**src/icache_pkg.sv**
```systemverilog
package icache_pkg;

	// ~~~~~~~~~~~~~~~~~~~~
	// bus words
	// ~~~~~~~~~~~~~~~~~~~~

	typedef logic [31:0] word_t; // instruction or data word
	typedef logic [29:0] waddr_t; // word address, byte bits dropped

	// ~~~~~~~~~~~~~~~~~~~~
	// controller state
	// ~~~~~~~~~~~~~~~~~~~~

	// one-hot, one flop per state
	typedef enum logic [2:0] {
		idle    = 3'b001, // waiting for an access
		compare = 3'b010, // tag and data read back, check hit
		fill    = 3'b100  // line refill from memory in progress
	} ctrl_state_t;

endpackage

```
**src/cache_ctrl.sv**
```systemverilog
module cache_ctrl import icache_pkg::*; (
	input  logic   clk,
	input  logic   rst,
	input  logic   access,
	input  waddr_t addr,
	input  logic   inval,
	input  logic   hit,
	input  logic   line_done,
	input  logic   fill_error,
	output waddr_t lookup_addr,
	output waddr_t latched_addr,
	output logic   fill_start,
	output logic   ack,
	output logic   error
);

	ctrl_state_t state;
	ctrl_state_t next_state;

	logic accept;      // access taken into compare
	logic line_done_q; // tag and last word readable one cycle after the write

	// no new lookup in the error ack cycle, the cpu still holds the old address
	assign accept = (state == idle) && access && !error && !inval;

	// ~~~~~~~~~~~~~~~~~~~~
	// state machine
	// ~~~~~~~~~~~~~~~~~~~~

	always_comb begin
		next_state = state;
		unique case (state)
			idle: begin
				if (accept) begin
					next_state = compare;
				end
			end
			compare: begin
				next_state = hit ? idle : fill;
			end
			fill: begin
				if (fill_error) begin
					next_state = idle;
				end else if (line_done_q) begin
					next_state = compare; // look up again, now hits
				end
			end
			default: next_state = idle;
		endcase
	end

	always_ff @(posedge clk) begin
		if (rst) begin
			state       <= idle;
			line_done_q <= 1'b0;
			error       <= 1'b0;
		end else begin
			state       <= next_state;
			line_done_q <= line_done;
			error       <= (state == fill) && fill_error;
		end
	end

	// ~~~~~~~~~~~~~~~~~~~~
	// address and outputs
	// ~~~~~~~~~~~~~~~~~~~~

	always_ff @(posedge clk) begin
		if (accept) begin
			latched_addr <= addr;
		end
	end

	assign lookup_addr = (state == idle) ? addr : latched_addr;
	assign fill_start  = (state == compare) && !hit;
	assign ack         = ((state == compare) && hit) || error;

endmodule

```
**config.mk**
```make
export PLATFORM = sky130hd
export DESIGN_NAME = cache_ctrl
export DESIGN_NICKNAME = d
export VERILOG_FILES = /design/src/icache_pkg.sv /design/src/cache_ctrl.sv
export SDC_FILE = /design/constraint.sdc
export NUM_CORES = 1
export LEC_CHECK = 0
export BUFFER_PORTS_ARGS = -buffer_cell sky130_fd_sc_hd__buf_2
export CAP_MARGIN = 20
export CORE_ASPECT_RATIO = 2
export CORE_UTILIZATION = 44
export CTS_BUF_LIST = sky130_fd_sc_hd__clkbuf_4
export DETAILED_ROUTE_END_ITERATION = 6
export PLACE_DENSITY = 0.79
export SLEW_MARGIN = 0
export SYNTH_ARGS = -nofsm -noshare
export SYNTH_HDL_FRONTEND = slang
export SYNTH_SLANG_ARGS = --single-unit
```
**constraint.sdc**
```tcl
create_clock -name clk -period 3.71 [get_ports clk]
set_input_delay 0.371 -clock clk [delete_from_list [all_inputs] [get_ports clk]]
set_output_delay 0.371 -clock clk [all_outputs]
set_load 0.01 [all_outputs]
```
==> results by group <==
Status
  • Status: finished, final reports clean

Clock network
  • Clock root cell: clkbuf_4
  • Clk sink count: 35
  • CTS buffer count: 5
  • Hold buffer count at CTS: 0
  • Clock Latency Late Sink: 0.35 ns
  • Max clock buf depth: 2
  • Post-CTS sizing: 0
  • CTS tree: built
  • Postcts setup bufs: 0
  • Worst-path clk slew: 0.12 ns
  • Clock H-tree levels: 2

GRT
  • Largest net degree at the start of global routing: 21
  • Vias in the first global route: 1147
  • Grt ovf: 0
  • First-pass GRT wire length: 5330 um
  • GRT Util Overall: 18.8%
  • Antenna violations before repair: 0

Critical path
  • Crit-path max FO: 16
  • Crit path arrival time: 2.43 ns
  • WP data required: 3.34 ns
  • Setup slack, reg-to-reg: 1.49 ns
  • Startpoint Class: register
  • CP Capture Type: primary output
  • Worst Path Class, Setup: reg2out

Die
  • Die extent in x: 44.8 um
  • # rows: 30
  • Die ar.: 3920 um^2
  • Starting Density: 46.7%
  • I/O Pins: 100
  • Area of the core: 3450 um^2
  • Die Y: 87.6 um

Final layout
  • Fill count: 291
  • Commonest non-fill, non-tap cell in the layout: buf_2
  • Highest-count cells in the layout ignoring fill and taps: 99 x buf_2, 30 x edfxtp_1, 20 x mux2_4
  • Design area: 2220 um^2
  • Share of cells above drive strength 1: 72.8%
  • Inserted Diodes: 0
  • Finished Core Util: 64.2%
  • P&R area growth vs syn: 37.5%
  • Nets@finish: 231

Synthesis
  • Yosys cell types: 22
  • Share of Yosys cell area claimed by the top area cell type: 55.9%
  • Post-Syn Area: 1610 um^2
  • EDFF count, synth: 30
  • Number of synthesized register bits: 35
  • Synth Instances: 91
  • Top FF cell, synth: edfxtp_1
  • Ys async rst share: 0%
  • Avg Cell Area, Syn: 17.7 um^2
  • Post-synthesis sequential area ratio: 62.1%
  • Synth Net Count: 128
  • Syn. warnings: 0
  • Ranking of synthesized cells by area: edfxtp_1 56%, mux2_4 19%, mux2_2 6.3%
  • Cell taking the most area after synthesis: edfxtp_1

Routing
  • Number of DRC markers in iteration 0: 16
  • Metal3 WL: 186 um
  • Drt drc: 0
  • WL final: 3680 um
  • WL/cell: 15.1 um
  • M1 WL: 1300 um
  • Top sig layer: met4
  • Vias per inst: 4.85
  • Via count: 1178
  • Met2 WL: 2100 um
  • Drt pass-1 iters: 4
  • Routed Antenna Nets: 0

Placed design
  • Setup WS pre-CTS: 1.30 ns
  • Final GP Congestion: 0.766
  • Placed cell areas: 2130 um^2
  • Port bufs: 99
  • DP HPWL: 2870 um

STA
  • Max transition margin: 38.3%
  • RSZ-0062 raised after global routing: false
  • Post-Route Setup TNS: 0 ns
  • Max-slew violation count: 0
  • Worst Slack Setup Final: 0.912 ns
  • Period utilisation layout: 75.4%
  • Tightest Pin Transition: 0.922 ns
  • Final setup viols: 0
  • Max Clock Skew: 0.0198 ns
  • Max Fclk: 357 MHz
  • Final min period: 2.80 ns
  • Final Hold Fails: 0

Power
  • Switching Power: 219 uW
  • Power share of the sequential group: 51.0%
  • Pwr Total: 894 uW
  • Pwr dens: 403 nW/um^2
  • Comb pwr share: 18.2%
  • P_leak: 0.00106 uW
  • Internal: 675 uW
  • Worst IR Drop VDD: 0.343 mV
  • Clock share of power: 30.8%
  • Sw Share: 24.5%

Hold path
  • Hold/Removal Path Class: in2reg

Flow run
  • Max-capacitance violation count: 0
## registers in the layout, indices dropped and copies added, names as in the netlist
name	flops
error	1
latched_addr	30
line_done_q	1
state	3
## routing by layer
metal	vias up	GRT usage, %
li1	556	-
met1	563	18.8
met2	50	33.4
met3	9	4.95
met4	0	11.0
met5	-	0
## final timing paths
| check | cells past startpoint | startpoint | to |
|---|---|---|---|
| max reg2reg | 3 | state[0] | latched_addr[1] |
| min | 1 | addr[15] | latched_addr[15] |
| max | 4 | state[0] | lookup_addr[21] |
| min reg2reg | 1 | state[0] | state[2] |
## power groups by stage
stage / registers [uW] / logic [uW] / clock network [uW]
2_1_floorplan: 471 / 89.5 / 0
3_3_place_gp: 463 / 159 / 0
3_5_place_dp: 465 / 164 / 0
4_1_cts: 456 / 164 / 284
5_1_grt: 458 / 174 / 300
6_report: 456 / 163 / 275
## synth_stat cells (all sizes together), types with 2 or more instances
cell type,count
buf,5
nor2,2
nor3,4
inv,2
nor3b,3
mux2,30
edfxtp,30
dfxtp,5
## per-stage QoR
| step | hold WS [ns] | cells |
|---|---|---|
| CTS | 0.186 | 243 |
| finish | 0.202 | 243 |
| floorplan | 0.443 | 91 |
| global placement | 0.521 | 235 |
| global route | 0.173 | 243 |
| detailed placement | 0.542 | 235 |
## cell type report
type                            count  area, um^2  area share, %
Timing Repair Buffer              101         510           23.0
Tap cell                           48        60.1           2.71
Multi-Input combinational cell     49         556           25.1
Sequential cell                    35        1000           45.2
Clock inverter                      3        43.8           1.98
Inverter                            2        7.51          0.339
Clock buffer                        5        37.5           1.69
## critical path, cell delays in order (launching register included)
cell     delay, ns
dfxtp_1       0.45
nor3b_4       0.72
buf_4         0.43
mux2_4        0.33
buf_2         0.14
## logic make-up after synthesis
logic type | share of synthesized area, %
compound gates | 2.33
mux | 25.6
flops | 62.1
buf+inv | 3.73
simple gates | 6.21
Note: power is estimated with default switching activity, not from simulation.
