$ cat config.mk
export PLATFORM = sky130hd
export DESIGN_NAME = fill_engine
export DESIGN_NICKNAME = d
export VERILOG_FILES = /design/src/icache_pkg.sv /design/src/fill_engine.sv
export SDC_FILE = /design/constraint.sdc
export NUM_CORES = 1
export LEC_CHECK = 0
export BUFFER_PORTS_ARGS = -buffer_cell sky130_fd_sc_hd__buf_2
export CORE_MARGIN = 2
export CORE_UTILIZATION = 29
export DETAILED_ROUTE_END_ITERATION = 12
export HOLD_SLACK_MARGIN = 0.06
export PLACE_DENSITY_LB_ADDON = 0.1
export SLEW_MARGIN = 20
export SYNTH_ARGS = -nofsm -noshare
export SYNTH_HDL_FRONTEND = slang
export SYNTH_SLANG_ARGS = --single-unit
$ cat constraint.sdc
create_clock -name clk -period 2.9 [get_ports clk]
set_input_delay 0.58 -clock clk [delete_from_list [all_inputs] [get_ports clk]]
set_output_delay 0.58 -clock clk [all_outputs]
set_load 0.01 [all_outputs]
$ cat src/icache_pkg.sv
package icache_pkg;

	// ~~~~~~~~~~~~~~~~~~~~
	// bus words
	// ~~~~~~~~~~~~~~~~~~~~

	typedef logic [31:0] word_t; // instruction or data word
	typedef logic [29:0] waddr_t; // word address, byte bits dropped

	// ~~~~~~~~~~~~~~~~~~~~
	// controller state
	// ~~~~~~~~~~~~~~~~~~~~

	// one-hot, one flop per state
	typedef enum logic [2:0] {
		idle    = 3'b001, // waiting for an access
		compare = 3'b010, // tag and data read back, check hit
		fill    = 3'b100  // line refill from memory in progress
	} ctrl_state_t;

endpackage

$ cat src/fill_engine.sv
module fill_engine import icache_pkg::*; #(
	parameter int line_size = 32,
	localparam int offs_bits = $clog2(line_size / 4)
) (
	input  logic                 clk,
	input  logic                 rst,
	input  logic                 fill_start,
	input  waddr_t               latched_addr,
	output logic                 mem_access,
	output waddr_t               mem_addr,
	input  logic                 mem_ack,
	input  logic                 mem_error,
	output logic                 fill_word,
	output logic [offs_bits-1:0] fill_offs,
	output logic                 line_done,
	output logic                 fill_error
);

	localparam logic [offs_bits-1:0] last_offs = {offs_bits{1'b1}};

	// ~~~~~~~~~~~~~~~~~~~~
	// word counter
	// ~~~~~~~~~~~~~~~~~~~~

	logic                 active;   // fill running
	logic [offs_bits-1:0] offs;     // word being fetched
	logic [offs_bits-1:0] next_offs;
	logic [offs_bits-1:0] mem_offs;

	assign next_offs = offs + 1'b1;

	always_ff @(posedge clk) begin
		if (rst) begin
			active <= 1'b0;
			offs   <= '0;
		end else if (fill_start) begin
			active <= 1'b1;
			offs   <= '0; // lines always fill from word 0
		end else if (active) begin
			if (fill_error || line_done) begin
				active <= 1'b0;
			end
			if (fill_word) begin
				offs <= next_offs;
			end
		end
	end

	// ~~~~~~~~~~~~~~~~~~~~
	// memory port
	// ~~~~~~~~~~~~~~~~~~~~

	// address moves on with the ack, request drops for the ack cycle
	assign mem_offs   = mem_ack ? next_offs : offs;
	assign mem_addr   = {latched_addr[29:offs_bits], mem_offs};
	assign mem_access = active && !mem_ack;

	// an error in the same cycle as an ack discards the word
	assign fill_word  = active && mem_ack && !mem_error;
	assign fill_offs  = offs;
	assign line_done  = fill_word && (offs == last_offs);
	assign fill_error = active && mem_error;

endmodule

==> qor.yml, run 1 <==
die_y_um: 43.1
finalSetupViolCount: 0
cts_tree: "yes"
synthFlopType: "dfxtp_1"
drt_iter0_markers: 2
fin_skew_ns: 0.00158
async_reset_ff_share_pct: 0
dpl.hpwl_um: 569
die_area_um2: 1860
coreArea_um2: 1470
cts_buffers: 3
syn_area_um2: 443
clk_latency_ns: 0.24
r2r-start: "fill_offs[0]"
syn-num-nets: 88
placed_area_um2: 319
htreeDepth: 1
antenna_found_initial: 0
end_kind: "output port"
setup_tns_ns: 0
hold_path.class: "flop to flop"
rows: 14
max_freq_mhz: 481
cts_resized: 0
yosysSeqAreaShare_pct: 18.1
final_cell_mix: "buf_2, dfxtp_1, nor3_1, clkbuf_4"
ctsLongestPathBuffers: 2
drive_gt1_share_pct: 52.5
clkSinkCount: 4
first_global_vias: 245
min_period_ns: 2.08
fin_nets: 79
avgRoutedWirePerCell_um: 13.5
hold_violations: 0
start_util_pct: 30.1
grt_usage_pct: 8.74
maxCapViolCount: 0
stdcell_area_um2: 342
route.detailed.drc: 0
power.density_nw_per_um2: 424
synth_edf_count: 0
clkTransAtPathRegs_ns: 0.04
worstSetupPathType: "flop to output port"
cts-root-buf: "clkbuf_4"
grt_pass1_wl_um: 1090
drtAntennaViolNets: 0
yosysUniqueCellTypes: 17
n_antenna_cell: 0
p_leak_nw: 0.189
grt.overflow.total: 0
rsz0062_at_grt: "false"
rrSetupSlack_ns: 1.73
finalPower_mw: 0.145
fin_util_pct: 23.2
port_buffers: 14
io_pins: 72
routed_wl_um: 754
holdWs_ns: 0.525
finalMaxSlewViolations: 0
worst_pin_slew_ns: 0.233
die_w_um: 43.1
area_growth_pct: -22.9
startpoint_type: "flop"
gp_congestion: 0.670
synth_seq_cells: 4
setup.worst_path.end: "mem_addr[2]"
first_pass_iters: 2
reg2regPathDepth: 4
fill_cells: 175
grt_max_degree: 7
timing.rr.end: "fill_offs[2]"
syn_area_per_cell_um2: 8.68
max-slew-margin-rel_pct: 84.4
irDropWorstVdd_mv: 0.107
cp.required_ns: 2.32
startpoint: "fill_offs[0]"
synthCells: 51
ys_warn_count: 0
layout.cells.most_common: "buf_2"
routed_via_density: 4.38
cts_setup_buffers: 0
arrival_ns: 1.50
fin_crit_sh_pct: 71.7
outcome: "finished, final reports clean"
cp_max_fo: 4
postCtsHoldBufs: 0
routed-via-count: 245
how the worst min path moves through the flow:
stage | from | cells past startpoint | to | slack, ns
floorplan | active | 2 | active | 0.48
global placement | active | 2 | active | 0.51
detailed placement | active | 2 | active | 0.52
CTS | active | 2 | active | 0.53
global route | active | 2 | active | 0.56
finish | active | 2 | active | 0.52
metrics by stage:
stage	instances	setup WS, ns
final	56	0.822
after global routing	56	0.766
after CTS	56	0.808
after detailed placement	53	0.962
after global placement	53	0.966
after floorplan	51	1.19
cells in the mapped netlist, types with 2 or more instances:
| cell | number | area [µm²] |
|---|---|---|
| ha_1 | 2 | 25.0 |
| mux2i_1 | 2 | 20.0 |
| dfxtp_1 | 4 | 80.1 |
| nor3_1 | 3 | 15.0 |
| mux2_2 | 2 | 22.5 |
| buf_4 | 27 | 203 |
kinds of logic (layout without fill, tap and decap cells):
logic type,after synthesis,count (layout),share of synthesized area (%)
buffers and inverters,29,18,49.2
adders and majority gates,2,2,5.65
muxes,4,4,9.60
xor gates and xnor gates,2,2,3.96
DFF,4,4,18.1
and+or+nand+nor,9,9,12.1
AOI/OAI and AO/OA,1,1,1.41
per-layer routing:
| layer | share of wire (%) | track usage, % | up-vias |
|---|---|---|---|
| li1 | - | - | 116 |
| met1 | 40 | 7.95 | 109 |
| met2 | 42 | 10.4 | 20 |
| met3 | 18 | 7.66 | 0 |
| met4 | 0 | 10.3 | 0 |
| met5 | 0 | 0 | - |
power by group:
part	leakage [nW]	switching [mW]	internal, mW	total (mW)
Sequential	0.0325	0.000959	0.0564	0.0574
Clock	0.0138	0.0251	0.0465	0.0715
Combinational	0.143	0.00842	0.00748	0.0159
state kept, by name, indices dropped and copies added (netlist names):
signal     flops
active         1
fill_offs      3
final cells by class:
class	count	area (µm²)	area share, %
Clock buffer	3	22.5	6.59
Sequential cell	4	80.1	23.4
Timing Repair Buffer	14	70.1	20.5
Inverter	1	3.75	1.10
Multi-Input combinational cell	18	145	42.5
Tap cell	16	20.0	5.86
worst max-delay path, stage by stage (launching register included):
cell and delay (ns):
dfxtp_1 0.35, ha_1 0.22, ha_1 0.29, mux2_2 0.26
buf_2 0.14
Power figures use the tool's default switching activity.
==> run 2: changes to the inputs <==
- CORE_UTILIZATION: 29 -> 27
- clock period: 2.9 -> 2.1 ns (I/O delays scaled with it)
==> qor.yml, run 2 (synthesized netlist as in run 1, its figures left out) <==
p_sw_share_pct: 22.5  # -1.3 points
power.internal_mw: 0.152  # +38%
p_sw_mw: 0.0442  # +28%
setup_tns_ns: 0  # unchanged
clk_latency_ns: 0.23  # about the same
max_freq_mhz: 531
outcome: "finished, final reports clean"
cts-root-buf: "clkbuf_4"
die_y_um: 44.5  # +3.3%
io_pins: 72  # unchanged
grt_pass1_wl_um: 1120  # +2.5%
finalMaxSlewViolations: 0  # unchanged
max-slew-margin-rel_pct: 82.9  # -1.6 points
startpoint_type: "flop"
gp_congestion: 0.659  # -1.7%
clkTransAtPathRegs_ns: 0.04  # about the same
cp.required_ns: 1.68  # -0.64 ns
irDropWorstVdd_mv: 0.293  # +170%
fill_cells: 171  # -2.3%
die_w_um: 44.5  # +3.3%
routed-via-count: 244  # -0.41%
instances_no_fill: 56  # unchanged
arrival_ns: 1.46  # -0.04 ns
final_cell_mix: "buf_2, dfxtp_1, nor3_1, clkbuf_4"
clkSinkCount: 4  # unchanged
routed_via_density: 4.36  # -0.41%
finalSetupViolCount: 0  # unchanged
r2r-start: "fill_offs[0]"
first_global_vias: 263  # +7.3%
crit_family: "adder cells"
antenna_found_initial: 0  # unchanged
avgRoutedWirePerCell_um: 12.6  # -6.1%
fin_skew_ns: 0.00181  # +0.000231 ns
rrSetupSlack_ns: 0.96  # -0.77 ns
layout.cells.most_common: "buf_2"
grt_max_degree: 7  # unchanged
cts_resized: 0  # unchanged
worst_pin_slew_ns: 0.257  # +0.0236 ns
end_kind: "output port"
postCtsHoldBufs: 0  # unchanged
drive_gt1_share_pct: 52.5  # unchanged
worstSetupPathType: "flop to output port"
start_util_pct: 29.1  # -1.0 points
rows: 14  # unchanged
cts_tree: "yes"
rsz0062_at_grt: "false"
largest_reg_flops: 3  # unchanged
htreeDepth: 1  # unchanged
die_area_um2: 1980  # +6.7%
crit_chain: "ha_1 > ha_1 > mux2_2 > buf_2"
startpoint: "fill_offs[0]"
coreArea_um2: 1520  # +3.6%
cp_max_fo: 4  # unchanged
fin_nets: 79  # unchanged
hold_start: "rst"
p_seq_share_pct: 40.4  # +0.8 points
drt_iter0_markers: 0  # -2
cp_slowest_cell: "dfxtp_1"
pwr-share-clk_pct: 48.2  # -1.2 points
area_growth_pct: -22.9  # unchanged
cts_setup_buffers: 0  # unchanged
whs_path_depth: 2  # unchanged
reg2regPathDepth: 4  # unchanged
crit_path_max_incr_delay_ns: 0.34  # about the same
path_buf_inv: 1  # unchanged
fin_crit_sh_pct: 89.6
drtAntennaViolNets: 0  # unchanged
hold_violations: 0  # unchanged
first_pass_iters: 1  # -1
ctsLongestPathBuffers: 2  # unchanged
min_to: "active"
grt_usage_pct: 7.99  # -0.75 points
routed_wl_um: 708  # -6.1%
route.detailed.drc: 0  # unchanged
p_leak_nw: 0.189  # unchanged
placed_area_um2: 319  # unchanged
pwr-share-comb_pct: 11.3  # +0.3 points
cts_buffers: 3  # unchanged
stdcell_area_um2: 342  # unchanged
n_antenna_cell: 0  # unchanged
hold_path.class: "input pin to flop"
min_period_ns: 1.88
placed_cells: 53  # unchanged
port_buffers: 14  # unchanged
maxCapViolCount: 0  # unchanged
power.density_nw_per_um2: 575  # +36%
cp_common_cell: "ha_1"
grt.overflow.total: 0  # unchanged
timing.rr.end: "fill_offs[2]"
run 2: cell type report:
type / count / area (µm²) / area share, %
tap: 16 / 20.0 / 5.86
inverter: 1 / 3.75 / 1.10
clock buffer: 3 / 22.5 / 6.59
sequential: 4 / 80.1 / 23.4
multi-input combinational: 18 / 145 / 42.5
timing repair buffer: 14 / 70.1 / 20.5
run 2: power groups by stage:
stage          Combinational (mW)  Sequential [mW]  Clock (mW)
2_1_floorplan              0.0641           0.0804           0
3_3_place_gp               0.0222           0.0805           0
3_5_place_dp               0.0225           0.0805           0
4_1_cts                    0.0227           0.0793      0.0992
5_1_grt                    0.0244           0.0797       0.107
6_report                   0.0223           0.0794      0.0947
run 2: worst max-delay path by stage:
stage,end,slack (ns),cells after the start
3_5_place_dp,mem_addr[2],0.46,4
5_1_grt,mem_addr[2],0.15,4
2_1_floorplan,mem_addr[2],0.55,3
3_3_place_gp,mem_addr[2],0.45,4
4_1_cts,mem_addr[2],0.20,4
6_report,mem_addr[2],0.22,4
run 2: stage by stage:
step	power [mW]	hold slack [ns]	setup WS (ns)	util (%)
after floorplan	0.144	0.483	0.554	-
after global placement	0.103	0.524	0.454	20.9
final	0.196	0.413	0.218	22.4
after CTS	0.201	0.414	0.201	22.4
after detailed placement	0.103	0.527	0.455	20.9
after global routing	0.211	0.419	0.154	22.4
run 2: layer usage:
metal,GRT usage [%],vias up,share of wire (%)
li1,-,114,-
met1,8.52,109,41
met2,11.3,21,40
met3,6.94,0,19
met4,3.03,0,0
met5,0,-,0
==> run 3: changes to the inputs <==
- CTS_CLUSTER_SIZE: default -> 30
- SETUP_SLACK_MARGIN: default -> 0.4
==> qor.yml, run 3 (synthesized netlist as in run 1, its figures left out) <==
cp.required_ns: 1.68  # about the same
first_pass_iters: 1  # unchanged
min_period_ns: 1.74  # -0.144 ns
irDropWorstVdd_mv: 0.289  # -1.4%
finalMaxSlewViolations: 0  # unchanged
fin_skew_ns: 0.000557  # -0.00125 ns
clkTransAtPathRegs_ns: 0.04  # about the same
area_growth_pct: -10.2
p_leak_nw: 0.198  # +4.4%
crit_chain: "ha_4 > ha_4 > mux2_4 > buf_6"
power.density_nw_per_um2: 492  # -14%
cts_tree: "yes"
gp_congestion: 0.659  # unchanged
layout.cells.most_common: "buf_2"
io_pins: 72  # unchanged
largest_reg_flops: 3  # unchanged
top_usage_layer: "met2"
die_w_um: 44.5  # unchanged
crit_path_max_incr_delay_ns: 0.35  # about the same
grtUsageMet1_pct: 9.49  # +0.97 points
rsz0062_at_grt: "true"
maxCapViolCount: 0  # unchanged
ff_latch_area_um2: 85.1  # +6.2%
routed_via_density: 4.40  # +0.90%
grt_max_degree: 7  # unchanged
grt.overflow.total: 0  # unchanged
die_area_um2: 1980  # unchanged
startpoint_type: "flop"
cts-root-buf: "clkbuf_4"
max_freq_mhz: 575  # +8.3%
setup_tns_ns: 0  # unchanged
routed-via-count: 255  # +4.5%
antenna_found_initial: 0  # unchanged
finalSetupViolCount: 0  # unchanged
worstSetupPathType: "flop to output port"
worst_pin_slew_ns: 0.188  # -0.0687 ns
cp_max_fo: 2  # -2
cp_common_cell: "ha_4"
start_util_pct: 29.1  # unchanged
rows: 14  # unchanged
stdcell_area_um2: 398  # +16%
coreArea_um2: 1520  # unchanged
placed_area_um2: 319  # unchanged
drive_gt1_share_pct: 66.7  # +14 points
end_kind: "output port"
cts_buffers: 3  # unchanged
route.detailed.drc: 0  # unchanged
use_met3_pct: 6.94  # unchanged
cp_slowest_cell: "dfxtp_4"
drtAntennaViolNets: 0  # unchanged
hold_path.class: "input pin to flop"
fin_crit_sh_pct: 82.8  # -6.8 points
arrival_ns: 1.32  # -0.14 ns
ctsLongestPathBuffers: 2  # unchanged
grt.met2_usage_pct: 13.6  # +2.3 points
drt_iter0_markers: 0  # unchanged
first_global_vias: 282  # +7.2%
grt_pass1_wl_um: 1250  # +12%
n_antenna_cell: 0  # unchanged
outcome: "finished, final reports clean"
avgRoutedWirePerCell_um: 13.4  # +5.7%
grt_usage_pct: 8.99  # +1.0 points
final_cell_mix: "buf_2, nor3_1, clkbuf_4"
clk_latency_ns: 0.23  # about the same
die_y_um: 44.5  # unchanged
fin_nets: 81  # +2.5%
multi_input_area_um2: 175  # +21%
clkSinkCount: 4  # unchanged
hold_violations: 0  # unchanged
port_buffers: 14  # unchanged
fin_util_pct: 26.1  # +3.7 points
max-slew-margin-rel_pct: 87.4  # +4.6 points
htreeDepth: 1  # unchanged
routed_wl_um: 775  # +9.5%
fill_cells: 166  # -2.9%
[run 3: cell types whose count changed in the layout (fill, tap and decap cells not counted), sizes merged]
| cell | change |
|---|---|
| buf | +2 |
[run 3: cell type report]
cell class                      instances  share of cell area, %
Tap cell                               16                   5.03
Clock buffer                            3                   5.66
Multi-Input combinational cell         18                   44.0
Inverter                                1                  0.943
Timing Repair Buffer                   16                   23.0
Sequential cell                         4                   21.4
[run 3: per-layer routing]
metal	vias up	wire, µm	part of all wire, %
met5	-	0	0
met4	0	0	0
met3	0	132	17
met2	21	325	42
met1	115	317	41
li1	119	-	-
[run 3: critical path, delay by kind of cell (launching register included)]
| kind | cells | cell delay, ns |
|---|---|---|
| adder cells (fa/ha/maj) | 2 | 0.36 |
| flip-flops | 1 | 0.35 |
| multiplexers | 1 | 0.26 |
| buffers and inverters | 1 | 0.12 |
[run 3: timing repair]
action                     CTS  global route
setup endpoints to repair    3             2
hold buffers                 0             0
pin swaps                    2             2
buffers inserted             2             0
resized for setup            7             2
[run 3: per-stage QoR]
step / setup WS (ns) / instances / total power, mW / hold WS (ns)
floorplan: 0.554 / 51 / 0.144 / 0.483
global placement: 0.454 / 53 / 0.103 / 0.524
detailed placement: 0.455 / 53 / 0.103 / 0.527
CTS: 0.345 / 58 / 0.202 / 0.406
global route: 0.323 / 58 / 0.212 / 0.415
finish: 0.361 / 58 / 0.196 / 0.415
[run 3: path summary, 6_finish.rpt]
path / from / to / slack [ns] / cells past startpoint
worst min register to register: active / active / 0.55 / 2
worst max-delay path: fill_offs[0] / mem_addr[2] / 0.36 / 4
worst max register to register: fill_offs[0] / fill_offs[2] / 1.09 / 4
worst min-delay path: rst / fill_offs[0] / 0.41 / 2
[run 3: where the power goes]
part	leakage, nW	switching (mW)	total (mW)	internal [mW]
Clock	0.0138	0.0299	0.0937	0.0638
Sequential	0.0339	0.00139	0.0783	0.0770
Combinational	0.150	0.0126	0.0237	0.0111
Total	0.198	0.0439	0.196	0.152
